[src/mcpu_params.svh]
`ifndef MCPU_PARAMS_SVH
`define MCPU_PARAMS_SVH

// First fetch address after reset
`define MCPU_RESET_PC 32'h1c00_0000

// Datapath width
`define MCPU_XLEN 32

// Architectural register count
`define MCPU_NREGS 32

`endif

[src/mcpu_isa_pkg.sv]
`include "mcpu_params.svh"

package mcpu_isa_pkg;

    typedef logic [`MCPU_XLEN-1:0] word_t;
    typedef logic [$clog2(`MCPU_NREGS)-1:0] reg_idx_t;

    typedef enum logic [3:0] {
        ALU_ADD, ALU_SUB, ALU_SLT, ALU_SLTU,
        ALU_AND, ALU_NOR, ALU_OR, ALU_XOR,
        ALU_SLL, ALU_SRL, ALU_SRA, ALU_LUI
    } alu_op_t;

    typedef enum logic [2:0] {
        BR_NONE, BR_UNCOND, BR_EQ, BR_NE, BR_JIRL
    } br_kind_t;

    // Major opcodes in inst[31:26]
    localparam logic [5:0] OP6_ALU   = 6'h00;
    localparam logic [5:0] OP6_LU12I = 6'h05;
    localparam logic [5:0] OP6_MEM   = 6'h0a;
    localparam logic [5:0] OP6_JIRL  = 6'h13;
    localparam logic [5:0] OP6_B     = 6'h14;
    localparam logic [5:0] OP6_BL    = 6'h15;
    localparam logic [5:0] OP6_BEQ   = 6'h16;
    localparam logic [5:0] OP6_BNE   = 6'h17;

endpackage

[src/mcpu_ctrl_pkg.sv]
package mcpu_ctrl_pkg;

    // One state per phase, each phase lasts one cycle
    typedef enum logic [2:0] {
        IF  = 3'd0,
        ID  = 3'd1,
        EXE = 3'd2,
        MEM = 3'd3,
        WB  = 3'd4
    } state_t;

    // Writeback value source
    typedef enum logic {
        WB_SRC_ALU = 1'b0,
        WB_SRC_MEM = 1'b1
    } wb_src_t;

endpackage

[src/mcpu_control.sv]
`include "mcpu_params.svh"

module mcpu_control (
    input  logic                  clk,
    input  logic                  reset,
    input  logic                  branch_taken,
    input  mcpu_isa_pkg::word_t   branch_target,
    input  mcpu_isa_pkg::word_t   inst_sram_rdata,
    input  logic                  is_branch_only,
    input  logic                  is_mem,
    input  logic                  is_load,
    output mcpu_ctrl_pkg::state_t state,
    output mcpu_isa_pkg::word_t   pc,
    output mcpu_isa_pkg::word_t   inst,
    output mcpu_isa_pkg::word_t   inst_sram_addr
);

    mcpu_ctrl_pkg::state_t next_state;
    mcpu_isa_pkg::word_t   pc_next;
    logic                  retire;

    always_comb begin
        case (state)
            mcpu_ctrl_pkg::IF:  next_state = mcpu_ctrl_pkg::ID;
            mcpu_ctrl_pkg::ID:  next_state = is_branch_only ? mcpu_ctrl_pkg::IF : mcpu_ctrl_pkg::EXE;
            mcpu_ctrl_pkg::EXE: next_state = is_mem ? mcpu_ctrl_pkg::MEM : mcpu_ctrl_pkg::WB;
            mcpu_ctrl_pkg::MEM: next_state = is_load ? mcpu_ctrl_pkg::WB : mcpu_ctrl_pkg::IF;
            default:            next_state = mcpu_ctrl_pkg::IF;
        endcase
    end

    // Last edge of the instruction, PC moves on here
    assign retire = (state == mcpu_ctrl_pkg::ID && is_branch_only) ||
                    (state == mcpu_ctrl_pkg::MEM && !is_load) ||
                    (state == mcpu_ctrl_pkg::WB);
    assign pc_next = branch_taken ? branch_target : pc + mcpu_isa_pkg::word_t'(4);

    always_ff @(posedge clk) begin
        if (reset) begin
            state <= mcpu_ctrl_pkg::IF;
            pc    <= `MCPU_RESET_PC;
        end else begin
            state <= next_state;
            if (retire) begin
                pc <= pc_next;
            end
        end
    end

    always_ff @(posedge clk) begin
        if (state == mcpu_ctrl_pkg::IF) begin
            inst <= inst_sram_rdata;
        end
    end

    assign inst_sram_addr = pc;

    a_state_legal: assert property (@(posedge clk) disable iff (reset)
        state inside {mcpu_ctrl_pkg::IF, mcpu_ctrl_pkg::ID, mcpu_ctrl_pkg::EXE,
                      mcpu_ctrl_pkg::MEM, mcpu_ctrl_pkg::WB});

    // Branch targets come from execute, so this covers its offset math too
    a_pc_aligned: assert property (@(posedge clk) disable iff (reset) pc[1:0] == 2'b00);

endmodule

[src/mcpu_decode.sv]
module mcpu_decode (
    input  mcpu_isa_pkg::word_t      inst,
    output mcpu_isa_pkg::alu_op_t    alu_op,
    output mcpu_isa_pkg::br_kind_t   br_kind,
    output logic                     src1_is_pc,
    output logic                     src2_is_imm,
    output logic                     reg_we,
    output logic                     mem_we,
    output logic                     is_load,
    output logic                     is_mem,
    output logic                     is_branch_only,
    output mcpu_ctrl_pkg::wb_src_t   wb_src,
    output mcpu_isa_pkg::reg_idx_t   raddr1,
    output mcpu_isa_pkg::reg_idx_t   raddr2,
    output mcpu_isa_pkg::reg_idx_t   dest,
    output mcpu_isa_pkg::word_t      imm,
    output mcpu_isa_pkg::word_t      br_offs
);

    logic [5:0]             op6;
    logic [3:0]             op4;
    logic [1:0]             op2;
    logic [4:0]             op5;
    mcpu_isa_pkg::reg_idx_t rd;
    mcpu_isa_pkg::reg_idx_t rj;
    mcpu_isa_pkg::reg_idx_t rk;
    logic [11:0]            i12;
    logic [19:0]            i20;
    logic [15:0]            i16;
    logic [25:0]            i26;
    logic                   imm_is_four;
    logic                   imm_is_ui20;
    logic                   offs_is_26;
    logic                   src2_is_rd;
    logic                   dst_is_r1;

    assign op6 = inst[31:26];
    assign op4 = inst[25:22];
    assign op2 = inst[21:20];
    assign op5 = inst[19:15];
    assign rd  = inst[4:0];
    assign rj  = inst[9:5];
    assign rk  = inst[14:10];
    assign i12 = inst[21:10];
    assign i20 = inst[24:5];
    assign i16 = inst[25:10];
    assign i26 = {inst[9:0], inst[25:10]};

    always_comb begin
        // Anything not matched below falls through as a no-op
        alu_op         = mcpu_isa_pkg::ALU_ADD;
        br_kind        = mcpu_isa_pkg::BR_NONE;
        src1_is_pc     = 1'b0;
        src2_is_imm    = 1'b0;
        reg_we         = 1'b0;
        mem_we         = 1'b0;
        is_load        = 1'b0;
        is_mem         = 1'b0;
        is_branch_only = 1'b0;
        wb_src         = mcpu_ctrl_pkg::WB_SRC_ALU;
        imm_is_four    = 1'b0;
        imm_is_ui20    = 1'b0;
        offs_is_26     = 1'b0;
        src2_is_rd     = 1'b0;
        dst_is_r1      = 1'b0;
        case (op6)
            mcpu_isa_pkg::OP6_ALU: begin
                if (op4 == 4'h0 && op2 == 2'h1) begin
                    reg_we = 1'b1;
                    case (op5)
                        5'h00:   alu_op = mcpu_isa_pkg::ALU_ADD;
                        5'h02:   alu_op = mcpu_isa_pkg::ALU_SUB;
                        5'h04:   alu_op = mcpu_isa_pkg::ALU_SLT;
                        5'h05:   alu_op = mcpu_isa_pkg::ALU_SLTU;
                        5'h08:   alu_op = mcpu_isa_pkg::ALU_NOR;
                        5'h09:   alu_op = mcpu_isa_pkg::ALU_AND;
                        5'h0a:   alu_op = mcpu_isa_pkg::ALU_OR;
                        5'h0b:   alu_op = mcpu_isa_pkg::ALU_XOR;
                        default: reg_we = 1'b0;
                    endcase
                end else if (op4 == 4'h1 && op2 == 2'h0) begin
                    // Shift amount sits in the low bits of i12
                    reg_we      = 1'b1;
                    src2_is_imm = 1'b1;
                    case (op5)
                        5'h01:   alu_op = mcpu_isa_pkg::ALU_SLL;
                        5'h09:   alu_op = mcpu_isa_pkg::ALU_SRL;
                        5'h11:   alu_op = mcpu_isa_pkg::ALU_SRA;
                        default: reg_we = 1'b0;
                    endcase
                end else if (op4 == 4'ha) begin
                    reg_we      = 1'b1;
                    src2_is_imm = 1'b1;
                end
            end
            mcpu_isa_pkg::OP6_LU12I: begin
                if (!inst[25]) begin
                    alu_op      = mcpu_isa_pkg::ALU_LUI;
                    reg_we      = 1'b1;
                    src2_is_imm = 1'b1;
                    imm_is_ui20 = 1'b1;
                end
            end
            mcpu_isa_pkg::OP6_MEM: begin
                if (op4 == 4'h2) begin
                    is_mem      = 1'b1;
                    is_load     = 1'b1;
                    reg_we      = 1'b1;
                    src2_is_imm = 1'b1;
                    wb_src      = mcpu_ctrl_pkg::WB_SRC_MEM;
                end else if (op4 == 4'h6) begin
                    is_mem      = 1'b1;
                    mem_we      = 1'b1;
                    src2_is_imm = 1'b1;
                    src2_is_rd  = 1'b1;
                end
            end
            mcpu_isa_pkg::OP6_JIRL: begin
                br_kind     = mcpu_isa_pkg::BR_JIRL;
                src1_is_pc  = 1'b1;
                src2_is_imm = 1'b1;
                imm_is_four = 1'b1;
                reg_we      = 1'b1;
            end
            mcpu_isa_pkg::OP6_B: begin
                br_kind        = mcpu_isa_pkg::BR_UNCOND;
                is_branch_only = 1'b1;
                offs_is_26     = 1'b1;
            end
            mcpu_isa_pkg::OP6_BL: begin
                br_kind     = mcpu_isa_pkg::BR_UNCOND;
                src1_is_pc  = 1'b1;
                src2_is_imm = 1'b1;
                imm_is_four = 1'b1;
                reg_we      = 1'b1;
                offs_is_26  = 1'b1;
                dst_is_r1   = 1'b1;
            end
            mcpu_isa_pkg::OP6_BEQ: begin
                br_kind        = mcpu_isa_pkg::BR_EQ;
                is_branch_only = 1'b1;
                src2_is_rd     = 1'b1;
            end
            mcpu_isa_pkg::OP6_BNE: begin
                br_kind        = mcpu_isa_pkg::BR_NE;
                is_branch_only = 1'b1;
                src2_is_rd     = 1'b1;
            end
            default: ;
        endcase
    end

    assign imm = imm_is_four ? mcpu_isa_pkg::word_t'(4) :
                 imm_is_ui20 ? {i20, 12'b0} :
                 {{20{i12[11]}}, i12};

    assign br_offs = offs_is_26 ? {{4{i26[25]}}, i26, 2'b00} : {{14{i16[15]}}, i16, 2'b00};

    assign raddr1 = rj;
    assign raddr2 = src2_is_rd ? rd : rk;
    // bl links through r1
    assign dest   = dst_is_r1 ? mcpu_isa_pkg::reg_idx_t'(1) : rd;

endmodule

[src/mcpu_regfile.sv]
`include "mcpu_params.svh"

module mcpu_regfile (
    input  logic                   clk,
    input  mcpu_isa_pkg::reg_idx_t raddr1,
    input  mcpu_isa_pkg::reg_idx_t raddr2,
    input  mcpu_isa_pkg::reg_idx_t waddr,
    output mcpu_isa_pkg::word_t    rdata1,
    output mcpu_isa_pkg::word_t    rdata2,
    input  logic                   we,
    input  mcpu_isa_pkg::word_t    wdata
);

    mcpu_isa_pkg::word_t regs [`MCPU_NREGS];

    always_ff @(posedge clk) begin
        if (we) begin
            regs[waddr] <= wdata;
        end
    end

    // r0 reads as zero whatever was written to it
    assign rdata1 = (raddr1 == '0) ? '0 : regs[raddr1];
    assign rdata2 = (raddr2 == '0) ? '0 : regs[raddr2];

    a_waddr_known: assert property (@(posedge clk) we |-> !$isunknown(waddr));

endmodule

[src/mcpu_execute.sv]
module mcpu_execute (
    input  logic                   clk,
    input  logic                   reset,
    input  mcpu_ctrl_pkg::state_t  state,
    input  mcpu_isa_pkg::alu_op_t  alu_op,
    input  mcpu_isa_pkg::br_kind_t br_kind,
    input  logic                   src1_is_pc,
    input  logic                   src2_is_imm,
    input  logic                   mem_we,
    input  mcpu_isa_pkg::word_t    pc,
    input  mcpu_isa_pkg::word_t    rj_value,
    input  mcpu_isa_pkg::word_t    rkd_value,
    input  mcpu_isa_pkg::word_t    imm,
    input  mcpu_isa_pkg::word_t    br_offs,
    output mcpu_isa_pkg::word_t    alu_result,
    output logic                   branch_taken,
    output mcpu_isa_pkg::word_t    branch_target,
    output logic                   data_sram_we,
    output mcpu_isa_pkg::word_t    data_sram_addr,
    output mcpu_isa_pkg::word_t    data_sram_wdata
);

    mcpu_isa_pkg::word_t src1;
    mcpu_isa_pkg::word_t src2;
    mcpu_isa_pkg::word_t alu_out;
    mcpu_isa_pkg::word_t store_data;
    logic [4:0]          shamt;
    logic                rj_eq_rd;

    assign src1  = src1_is_pc ? pc : rj_value;
    assign src2  = src2_is_imm ? imm : rkd_value;
    assign shamt = src2[4:0];

    always_comb begin
        case (alu_op)
            mcpu_isa_pkg::ALU_ADD:  alu_out = src1 + src2;
            mcpu_isa_pkg::ALU_SUB:  alu_out = src1 - src2;
            mcpu_isa_pkg::ALU_SLT:  alu_out = {31'b0, $signed(src1) < $signed(src2)};
            mcpu_isa_pkg::ALU_SLTU: alu_out = {31'b0, src1 < src2};
            mcpu_isa_pkg::ALU_AND:  alu_out = src1 & src2;
            mcpu_isa_pkg::ALU_NOR:  alu_out = ~(src1 | src2);
            mcpu_isa_pkg::ALU_OR:   alu_out = src1 | src2;
            mcpu_isa_pkg::ALU_XOR:  alu_out = src1 ^ src2;
            mcpu_isa_pkg::ALU_SLL:  alu_out = src1 << shamt;
            mcpu_isa_pkg::ALU_SRL:  alu_out = src1 >> shamt;
            mcpu_isa_pkg::ALU_SRA:  alu_out = $signed(src1) >>> shamt;
            mcpu_isa_pkg::ALU_LUI:  alu_out = src2;
            default:                alu_out = '0;
        endcase
    end

    assign rj_eq_rd = (rj_value == rkd_value);

    always_comb begin
        case (br_kind)
            mcpu_isa_pkg::BR_UNCOND: branch_taken = 1'b1;
            mcpu_isa_pkg::BR_JIRL:   branch_taken = 1'b1;
            mcpu_isa_pkg::BR_EQ:     branch_taken = rj_eq_rd;
            mcpu_isa_pkg::BR_NE:     branch_taken = !rj_eq_rd;
            default:                 branch_taken = 1'b0;
        endcase
    end

    // jirl is register relative and every other branch is PC relative
    assign branch_target = (br_kind == mcpu_isa_pkg::BR_JIRL) ? rj_value + br_offs : pc + br_offs;

    always_ff @(posedge clk) begin
        if (state == mcpu_ctrl_pkg::EXE) begin
            alu_result <= alu_out;
            store_data <= rkd_value;
        end
    end

    assign data_sram_we    = (state == mcpu_ctrl_pkg::MEM) && mem_we;
    assign data_sram_addr  = alu_result;
    assign data_sram_wdata = store_data;

    // A store ends its instruction and the core fetches next
    a_store_in_mem: assert property (@(posedge clk) disable iff (reset)
        data_sram_we |=> state == mcpu_ctrl_pkg::IF);

endmodule

[src/mcpu_result.sv]
module mcpu_result (
    input  logic                   clk,
    input  mcpu_ctrl_pkg::state_t  state,
    input  mcpu_ctrl_pkg::wb_src_t wb_src,
    input  logic                   reg_we,
    input  mcpu_isa_pkg::reg_idx_t dest,
    input  mcpu_isa_pkg::word_t    pc,
    input  mcpu_isa_pkg::word_t    alu_result,
    input  mcpu_isa_pkg::word_t    data_sram_rdata,
    output logic                   rf_we,
    output mcpu_isa_pkg::reg_idx_t rf_waddr,
    output mcpu_isa_pkg::word_t    rf_wdata,
    output mcpu_isa_pkg::word_t    debug_wb_pc,
    output logic [3:0]             debug_wb_rf_we,
    output mcpu_isa_pkg::reg_idx_t debug_wb_rf_wnum,
    output mcpu_isa_pkg::word_t    debug_wb_rf_wdata
);

    mcpu_isa_pkg::word_t load_data;

    always_ff @(posedge clk) begin
        if (state == mcpu_ctrl_pkg::MEM) begin
            load_data <= data_sram_rdata;
        end
    end

    assign rf_we    = reg_we && (state == mcpu_ctrl_pkg::WB);
    assign rf_waddr = dest;
    assign rf_wdata = (wb_src == mcpu_ctrl_pkg::WB_SRC_MEM) ? load_data : alu_result;

    // PC has not moved yet during WB
    assign debug_wb_pc       = pc;
    assign debug_wb_rf_we    = {4{rf_we}};
    assign debug_wb_rf_wnum  = rf_waddr;
    assign debug_wb_rf_wdata = rf_wdata;

endmodule

[src/mcpu_top.sv]
module mcpu_top (
    input  logic                   clk,
    input  logic                   reset,
    output mcpu_isa_pkg::word_t    inst_sram_addr,
    input  mcpu_isa_pkg::word_t    inst_sram_rdata,
    output logic                   data_sram_we,
    output mcpu_isa_pkg::word_t    data_sram_addr,
    output mcpu_isa_pkg::word_t    data_sram_wdata,
    input  mcpu_isa_pkg::word_t    data_sram_rdata,
    output mcpu_isa_pkg::word_t    debug_wb_pc,
    output logic [3:0]             debug_wb_rf_we,
    output mcpu_isa_pkg::reg_idx_t debug_wb_rf_wnum,
    output mcpu_isa_pkg::word_t    debug_wb_rf_wdata
);

    mcpu_ctrl_pkg::state_t  state;
    mcpu_ctrl_pkg::wb_src_t wb_src;
    mcpu_isa_pkg::alu_op_t  alu_op;
    mcpu_isa_pkg::br_kind_t br_kind;
    mcpu_isa_pkg::word_t    pc;
    mcpu_isa_pkg::word_t    inst;
    mcpu_isa_pkg::word_t    imm;
    mcpu_isa_pkg::word_t    br_offs;
    mcpu_isa_pkg::word_t    rj_value;
    mcpu_isa_pkg::word_t    rkd_value;
    mcpu_isa_pkg::word_t    alu_result;
    mcpu_isa_pkg::word_t    branch_target;
    mcpu_isa_pkg::word_t    rf_wdata;
    mcpu_isa_pkg::reg_idx_t raddr1;
    mcpu_isa_pkg::reg_idx_t raddr2;
    mcpu_isa_pkg::reg_idx_t dest;
    mcpu_isa_pkg::reg_idx_t rf_waddr;
    logic                   src1_is_pc;
    logic                   src2_is_imm;
    logic                   reg_we;
    logic                   mem_we;
    logic                   is_load;
    logic                   is_mem;
    logic                   is_branch_only;
    logic                   branch_taken;
    logic                   rf_we;

    mcpu_control i_control (
        .clk, .reset, .branch_taken, .branch_target, .inst_sram_rdata,
        .is_branch_only, .is_mem, .is_load, .state, .pc, .inst, .inst_sram_addr
    );

    mcpu_decode i_decode (
        .inst, .alu_op, .br_kind, .src1_is_pc, .src2_is_imm, .reg_we, .mem_we,
        .is_load, .is_mem, .is_branch_only, .wb_src, .raddr1, .raddr2, .dest,
        .imm, .br_offs
    );

    mcpu_regfile i_regfile (
        .clk, .raddr1, .raddr2, .waddr(rf_waddr), .rdata1(rj_value),
        .rdata2(rkd_value), .we(rf_we), .wdata(rf_wdata)
    );

    mcpu_execute i_execute (
        .clk, .reset, .state, .alu_op, .br_kind, .src1_is_pc, .src2_is_imm,
        .mem_we, .pc, .rj_value, .rkd_value, .imm, .br_offs, .alu_result,
        .branch_taken, .branch_target, .data_sram_we, .data_sram_addr,
        .data_sram_wdata
    );

    mcpu_result i_result (
        .clk, .state, .wb_src, .reg_we, .dest, .pc, .alu_result, .data_sram_rdata,
        .rf_we, .rf_waddr, .rf_wdata, .debug_wb_pc, .debug_wb_rf_we,
        .debug_wb_rf_wnum, .debug_wb_rf_wdata
    );

endmodule

[config.mk]
export PLATFORM = sky130hd
export DESIGN_NAME = mcpu_top
export DESIGN_NICKNAME = d
export VERILOG_FILES = /design/src/mcpu_isa_pkg.sv /design/src/mcpu_ctrl_pkg.sv /design/src/mcpu_control.sv /design/src/mcpu_decode.sv /design/src/mcpu_regfile.sv /design/src/mcpu_execute.sv /design/src/mcpu_result.sv /design/src/mcpu_top.sv
export VERILOG_INCLUDE_DIRS = /design/src /design/src/src
export SDC_FILE = /design/constraint.sdc
export NUM_CORES = 2
export LEC_CHECK = 0
export BUFFER_PORTS_ARGS = -buffer_cell sky130_fd_sc_hd__buf_2
export CAP_MARGIN = 20
export CELL_PAD_IN_SITES_DETAIL_PLACEMENT = 1
export CELL_PAD_IN_SITES_GLOBAL_PLACEMENT = 2
export CORE_MARGIN = 5
export CORE_UTILIZATION = 48
export CTS_CLUSTER_DIAMETER = 150
export DETAILED_ROUTE_END_ITERATION = 12
export PLACE_DENSITY = 0.95
export SYNTH_ARGS = -nofsm -noshare
export SYNTH_HDL_FRONTEND = slang
export SYNTH_SLANG_ARGS = --single-unit
[constraint.sdc]
create_clock -name clk -period 23.5 [get_ports clk]
set_input_delay 2.35 -clock clk [delete_from_list [all_inputs] [get_ports clk]]
set_output_delay 2.35 -clock clk [all_outputs]
set_load 0.02 [all_outputs]
### Word level (Yosys, flattened, before mapping)

Memories as Yosys holds them, arrays and structs flattened. A register that Yosys moved wholly into a read port is not among the register bits.
Index checks and enable logic that the tools add are counted.

| cells by class | value |
|---|---|
| add/subtract/negate cells | 5 |
| multiply operators | 0 |
| divide/modulo/power cells | 0 |
| magnitude comparators | 2 |
| equality and inequality tests | 41 |
| shift operators | 3 |
| muxes and demuxes | 51 |
| bitwise logic cells | 4 |
| reduce and logical (&&, ||, !) cells | 25 |

Operators with widths:

| kind | number |
|---|---|
| 32-bit one-hot mux with 12 select lines | 1 |
| 32-bit two-way mux | 10 |
| 32-bit adder | 3 |
| 32-bit less-than comparator | 2 |
| 32-bit by 3-bit adder with 32-bit output, second input constant | 1 |
| 32-bit AND | 1 |
| 32-bit equality test | 1 |
| 32-bit NOT | 1 |
| 32-bit bitwise OR | 1 |
| 32-bit by 5-bit left shift with 32-bit output | 1 |
| 32-bit by 5-bit right shift with 32-bit output | 1 |
| 32-bit by 5-bit >>> shifter with 32-bit output | 1 |
| 32-bit subtractor | 1 |
| 32-bit bitwise XOR | 1 |
| 6-bit by 5-bit equality test with 1-bit output, second input constant | 5 |
| 3-bit one-hot mux with 4 select lines | 2 |
| 1-bit two-way mux | 22 |
| 3-bit one-hot mux with 7 select lines | 1 |
| 4-bit by 3-bit equality test with 1-bit output, second input constant | 5 |
| 4-bit equality test, second input constant | 5 |
| 5-bit by 4-bit equality test with 1-bit output, second input constant | 4 |
| 5-bit zero test | 3 |
| 5-bit two-way mux | 3 |
| 3-bit by 2-bit equality test with 1-bit output, second input constant | 4 |
| 29 further kinds | 51 |

| word-level totals | value |
|---|---|
| bits in registers | 163 |
| bits in latches | 0 |
| memory bits (writable) | 1024 |
| bits in read-only memories | 0 |
| input bits | 66 |
| output and inout port bits | 170 |
| logic and storage cells | 138 |
| memories | 1 |

Memories:

| name | depth | bits a word | rd ports | clocked after memory_dff | write ports | RTL line | text |
|---|---|---|---|---|---|---|---|
| i_regfile.regs | 32 | 32 | 2 | 1 | 1 | mcpu_regfile.sv:14 | `` mcpu_isa_pkg::word_t regs [`MCPU_NREGS]; `` |

### Longest topological paths before layout

| depth | value |
|---|---|
| depth in word-level cells | 11 |
| mapped depth | 35 |
| depth with buffers taken out | 27 |

### Cells and area by module

Synthesis repeated with hierarchy kept, for this count alone.

| unflattened totals | value |
|---|---|
| cells, all modules | 4931 |
| area total of the unflattened synthesis | 67873.8 um^2 |

Modules (own cells, without submodules):

| module | times used | cells each | area each (um^2) | seq. area each (um^2) |
|---|---|---|---|---|
| mcpu_regfile | 1 | 2400 | 46960.0 | 30749.5 |
| mcpu_execute | 1 | 1843 | 14093.5 | 1921.8 |
| mcpu_control | 1 | 374 | 3619.7 | 1661.6 |
| mcpu_result | 1 | 148 | 2109.5 | 960.9 |
| mcpu_decode | 1 | 166 | 1091.0 | 0.0 |

### Worst setup path after synthesis

Ideal clock, no wire load.

| timing path | value |
|---|---|
| path type | flip-flop to flip-flop |
| start | register i_control.inst[31] |
| end | register i_execute.alu_result[30], data pin |
| library setup time | 0.272 ns |
| data arrival time | 7.581 ns |
| data required time | 23.228 ns |
| path slack | 15.647 ns |
| cell stages (with the launch flop) | 33 |
| path buffers | 6 |
| clock period less this slack | 7.853 ns |
| cell sequence | edfxtp_1 > or4b_4 > or4_1 > buf_2 > o211ai_4 > buf_6 > buf_4 > buf_2 > mux2i_1 > mux2i_1 > o2111ai_1 > o22a_1 > a2bb2oi_1 > buf_2 > buf_2 > inv_1 > ha_1 > fa_1 > nand2b_1 > a21oi_1 > o21ai_0 > a21oi_1 > a41oi_1 > a211oi_1 > a211o_1 > a21oi_1 > o311ai_0 > a311o_1 > o2111a_1 > nor2_1 > xor2_1 > nor2_1 > or4_1 |

| on the way | value |
|---|---|
| longest elaborated chain between the ends | 10 |
| elaborated cells between the ends (all ways) | 44 |
| those cells by class | 2 x add/sub; 17 x eq/ne; 3 x shift; 12 x mux; 4 x bitwise; 5 x reduce/logical; 1 x memory |

Ends and longest elaborated chain:

| what | RTL line | text |
|---|---|---|
| start: declaration | mcpu_control.sv:14 | `output mcpu_isa_pkg::word_t inst,` |
| start signal: assignment | mcpu_control.sv:52 | `inst <= inst_sram_rdata;` |
| parallel branches: the longest is 9 deep, another holds memory read 32 x 32 bit | -- |  |
| 32-bit one-hot mux with 12 select lines * | mcpu_execute.sv:35 | `case (alu_op)` |
| named net i_execute.alu_out[30] | mcpu_execute.sv:25 | `mcpu_isa_pkg::word_t alu_out;` |
| end signal: assignment | mcpu_execute.sv:69 | `alu_result <= alu_out;` |
| end: declaration | mcpu_execute.sv:15 | `output mcpu_isa_pkg::word_t alu_result,` |

Mark *: on every way through the listed nets, which the timed path passes.
A chain may end at the register's enable or synchronous reset.

### Worst setup path after layout

| timing path | value |
|---|---|
| start | register i_control.inst[22] |
| end | register i_execute.alu_result[30], data pin |

| on the way | value |
|---|---|
| longest elaborated chain between the ends | 11 |
| elaborated cells between the ends (all ways) | 47 |
| those cells by class | 2 x add/sub; 15 x eq/ne; 3 x shift; 17 x mux; 4 x bitwise; 5 x reduce/logical; 1 x memory |

Ends and longest elaborated chain:

| what | RTL line |
|---|---|
| parallel branches: the longest is 10 deep, another holds memory read 32 x 32 bit | -- |
| 32-bit one-hot mux with 12 select lines * | mcpu_execute.sv:35 |
| named net i_execute.alu_out[30] | mcpu_execute.sv:25 |

Marks and branches as above.

==> results.json <==
{
  "cts_resized": 0,
  "fin_util": 0.534,
  "synth_top_flop_cell": "edfxtp_1",
  "dpl.cell_count": 7427,
  "cts.sinks": 1192,
  "slew_headroom": 0.174,
  "die_h_um": 387,
  "num_vias": 55501,
  "fin_crit_sh": 0.445,
  "wl_per_cell_um": 39.5,
  "met1_length_um": 102000,
  "htreeDepth": 4,
  "grt_pass1_wl_um": 425000,
  "clock-root-buffer": "clkbuf_16",
  "n_fill_cell": 14295,
  "cp.required_ns": 24.01,
  "final_antenna_net_count": 0,
  "io_buffers": 235,
  "grt_pass1_vias": 56637,
  "combPwrFrac": 0.411,
  "wl_met2_um": 134000,
  "insertion_delay_ns": 0.79,
  "worstMarginPinSlew_ns": 1.23,
  "grt_setup_unrepaired": "false",
  "area_growth_pct": 10.7,
  "viasPerCell": 7.23,
  "synth_cell_types": 102,
  "min_period_ns": 10.47,
  "fmax_mhz": 95.5,
  "clockPowerShare": 0.264,
  "postLayoutSetupSlackWorst_ns": 13.03,
  "syn_area_sq_um": 68200,
  "finalNonFillerCells": 7675,
  "skew_ns": 0.0504,
  "dieArea_sq_um": 150000,
  "placed_area_sq_um": 71300,
  "post-dp-hpwl_um": 193000,
  "ys_seq_area_frac": 0.519,
  "cts_tree": "built",
  "num_io_pins": 236,
  "top_layer": "met5",
  "wl_um": 303000,
  "initial_utilization": 0.482,
  "worst-path-max-fanout": 58,
  "track_usage": 0.392,
  "path_clk_slew_ns": 0.06,
  "ff2ff_setup_slack_ns": 13.03,
  "critical_path.startpoint_type": "register",
  "gp_congestion": 0.943,
  "status": "completed",
  "maxCapViolCount": 0,
  "fin_nets": 5879,
  "maxSlewViolCount": 0,
  "intPower_mw": 4.64,
  "grt_max_degree": 135,
  "rows": 138,
  "swShare": 0.405,
  "synthCells": 5563,
  "finalSetupTns_ns": 0,
  "cp.arrival_ns": 10.97,
  "drive_above_1_share": 0.194,
  "timing.final.hold_violations": 0,
  "cts_buffers": 136,
  "synth_edf_count": 1152,
  "power_switching_mw": 3.16,
  "power.density_nw_per_um2": 103,
  "postCtsSetupBuffers": 0,
  "dp_slack_ns": 13.36,
  "finalSetupViolCount": 0,
  "hp-class": "register to register",
  "pwr-share-seq": 0.325,
  "holdBufCountCts": 0,
  "fp.dieW_um": 387,
  "drtIter0Drc": 7607,
  "total_leakage_power_nw": 27.2,
  "ys_ff_latch": 1192,
  "drt_pass1_iterations": 8,
  "remaining_drc_errors": 0,
  "mostFrequentLayoutCell": "edfxtp_1",
  "syn_nets": 5764,
  "async_flop_share": 0,
  "max-vdd-ir-drop_mv": 0.101,
  "grt_remaining_overflow": 0,
  "post-route-cell-area_sq_um": 75500,
  "mostFrequentLayoutCells": "1152 x edfxtp_1, 847 x nand2_1, 489 x mux2i_1",
  "met3_length_um": 37600,
  "cp-end-kind": "register",
  "antenna_found_initial": 16,
  "syn_avg_cell_area_sq_um": 12.3,
  "clk_path_buf_depth": 3,
  "yosys_warnings": 0,
  "cp_slowest_stage_delay_ns": 0.72,
  "path_common_cell": "buf_4",
  "core-area_sq_um": 141000,
  "crit_type": "register to register",
  "slowest_stage": "buf_4"
}
[critical path: cells and delay by family, from the launching register on]
kind                       cells  cell delay [ns]
buffers and inverters          6             2.75
AOI/OAI and AO/OA             12             3.35
adders and majority gates      1             0.32
DFF                            1             0.56
and+or+nand+nor                7             2.52
xor gates and xnor gates       1             0.17
muxes                          2             0.38
[through the flow]
step | power [mW] | hold slack (ns)
5_1_grt | 8.03 | 0.577
3_3_place_gp | 5.59 | 0.502
4_1_cts | 7.70 | 0.545
2_1_floorplan | 4.49 | 0.484
3_5_place_dp | 5.64 | 0.537
6_report | 7.80 | 0.538
[cell families (layout without fill, tap and decap cells)]
group | Yosys count | in the layout | synth area share
other | 0 | 11 | 0
XOR/XNOR | 56 | 56 | 0.00719
buffers and inverters | 570 | 781 | 0.0409
flip-flops | 1192 | 1192 | 0.519
multiplexers | 909 | 909 | 0.194
AO/OA/AOI/OAI | 1013 | 1013 | 0.105
AND/OR/NAND/NOR | 1688 | 1688 | 0.110
adder cells (fa/ha/maj) | 135 | 135 | 0.0251
[power by group through the flow]
stage	combinational, mW	sequential [mW]	clock [mW]
6_report	3.20	2.54	2.06
5_1_grt	3.32	2.54	2.17
4_1_cts	3.10	2.53	2.07
3_5_place_dp	3.07	2.58	0
3_3_place_gp	3.02	2.58	0
2_1_floorplan	1.95	2.54	0
[per-layer routing]
layer,vias up,track usage
met1,27760,0.465
met4,12,0.304
met3,1466,0.121
met2,4442,0.597
met5,-,0
li1,21821,-
[state kept, by name, summed over array words and instances, names as in the netlist, named ones only]
register / cells
i_control.state: 3
i_control.inst: 32
i_execute.data_sram_wdata: 32
i_control.inst_sram_addr: 32
i_regfile.regs: 1024
i_result.load_data: 32
i_execute.alu_result: 32
[cells in the mapped netlist (all sizes together) (27+ instances only)]
library cell,number,area share
a21oi,213,0.016
inv,142,0.0078
buf,251,0.023
mux4,318,0.11
o21ai,150,0.011
dfxtp,40,0.012
a211oi,62,0.0068
mux2,102,0.017
a311oi,31,0.0040
nand4,27,0.0025
nor2,288,0.016
edfxtp,1152,0.51
nand3,236,0.017
nor3,87,0.0066
mux2i,489,0.072
nand2,848,0.047
a21o,39,0.0043
o22ai,72,0.0066
a31oi,47,0.0043
a2111oi,33,0.0044
xnor2,37,0.0048
ha,132,0.024
o211ai,42,0.0049
clkbuf,176,0.0097
[worst paths after layout]
path / startpoint / end / cells past startpoint
setup / recovery: i_control.inst[22] / i_execute.alu_result[30] / 29
hold / removal: i_control.inst_sram_addr[0] / i_control.inst_sram_addr[0] / 2
setup reg to reg: i_control.inst[22] / i_execute.alu_result[30] / 29
hold reg to reg: i_control.inst_sram_addr[0] / i_control.inst_sram_addr[0] / 2
[layout make-up]
class	instances	area, sq um	share of cell area
Timing Repair Buffer	404	2510	0.0332
Antenna cell	11	27.5	0.000364
Tap cell	1890	2360	0.0313
Clock inverter	67	618	0.00818
Clock buffer	167	3590	0.0476
Multi-Input combinational cell	3801	30500	0.403
Sequential cell	1192	35400	0.469
Inverter	143	537	0.00711
Power figures use the tool's default switching activity.
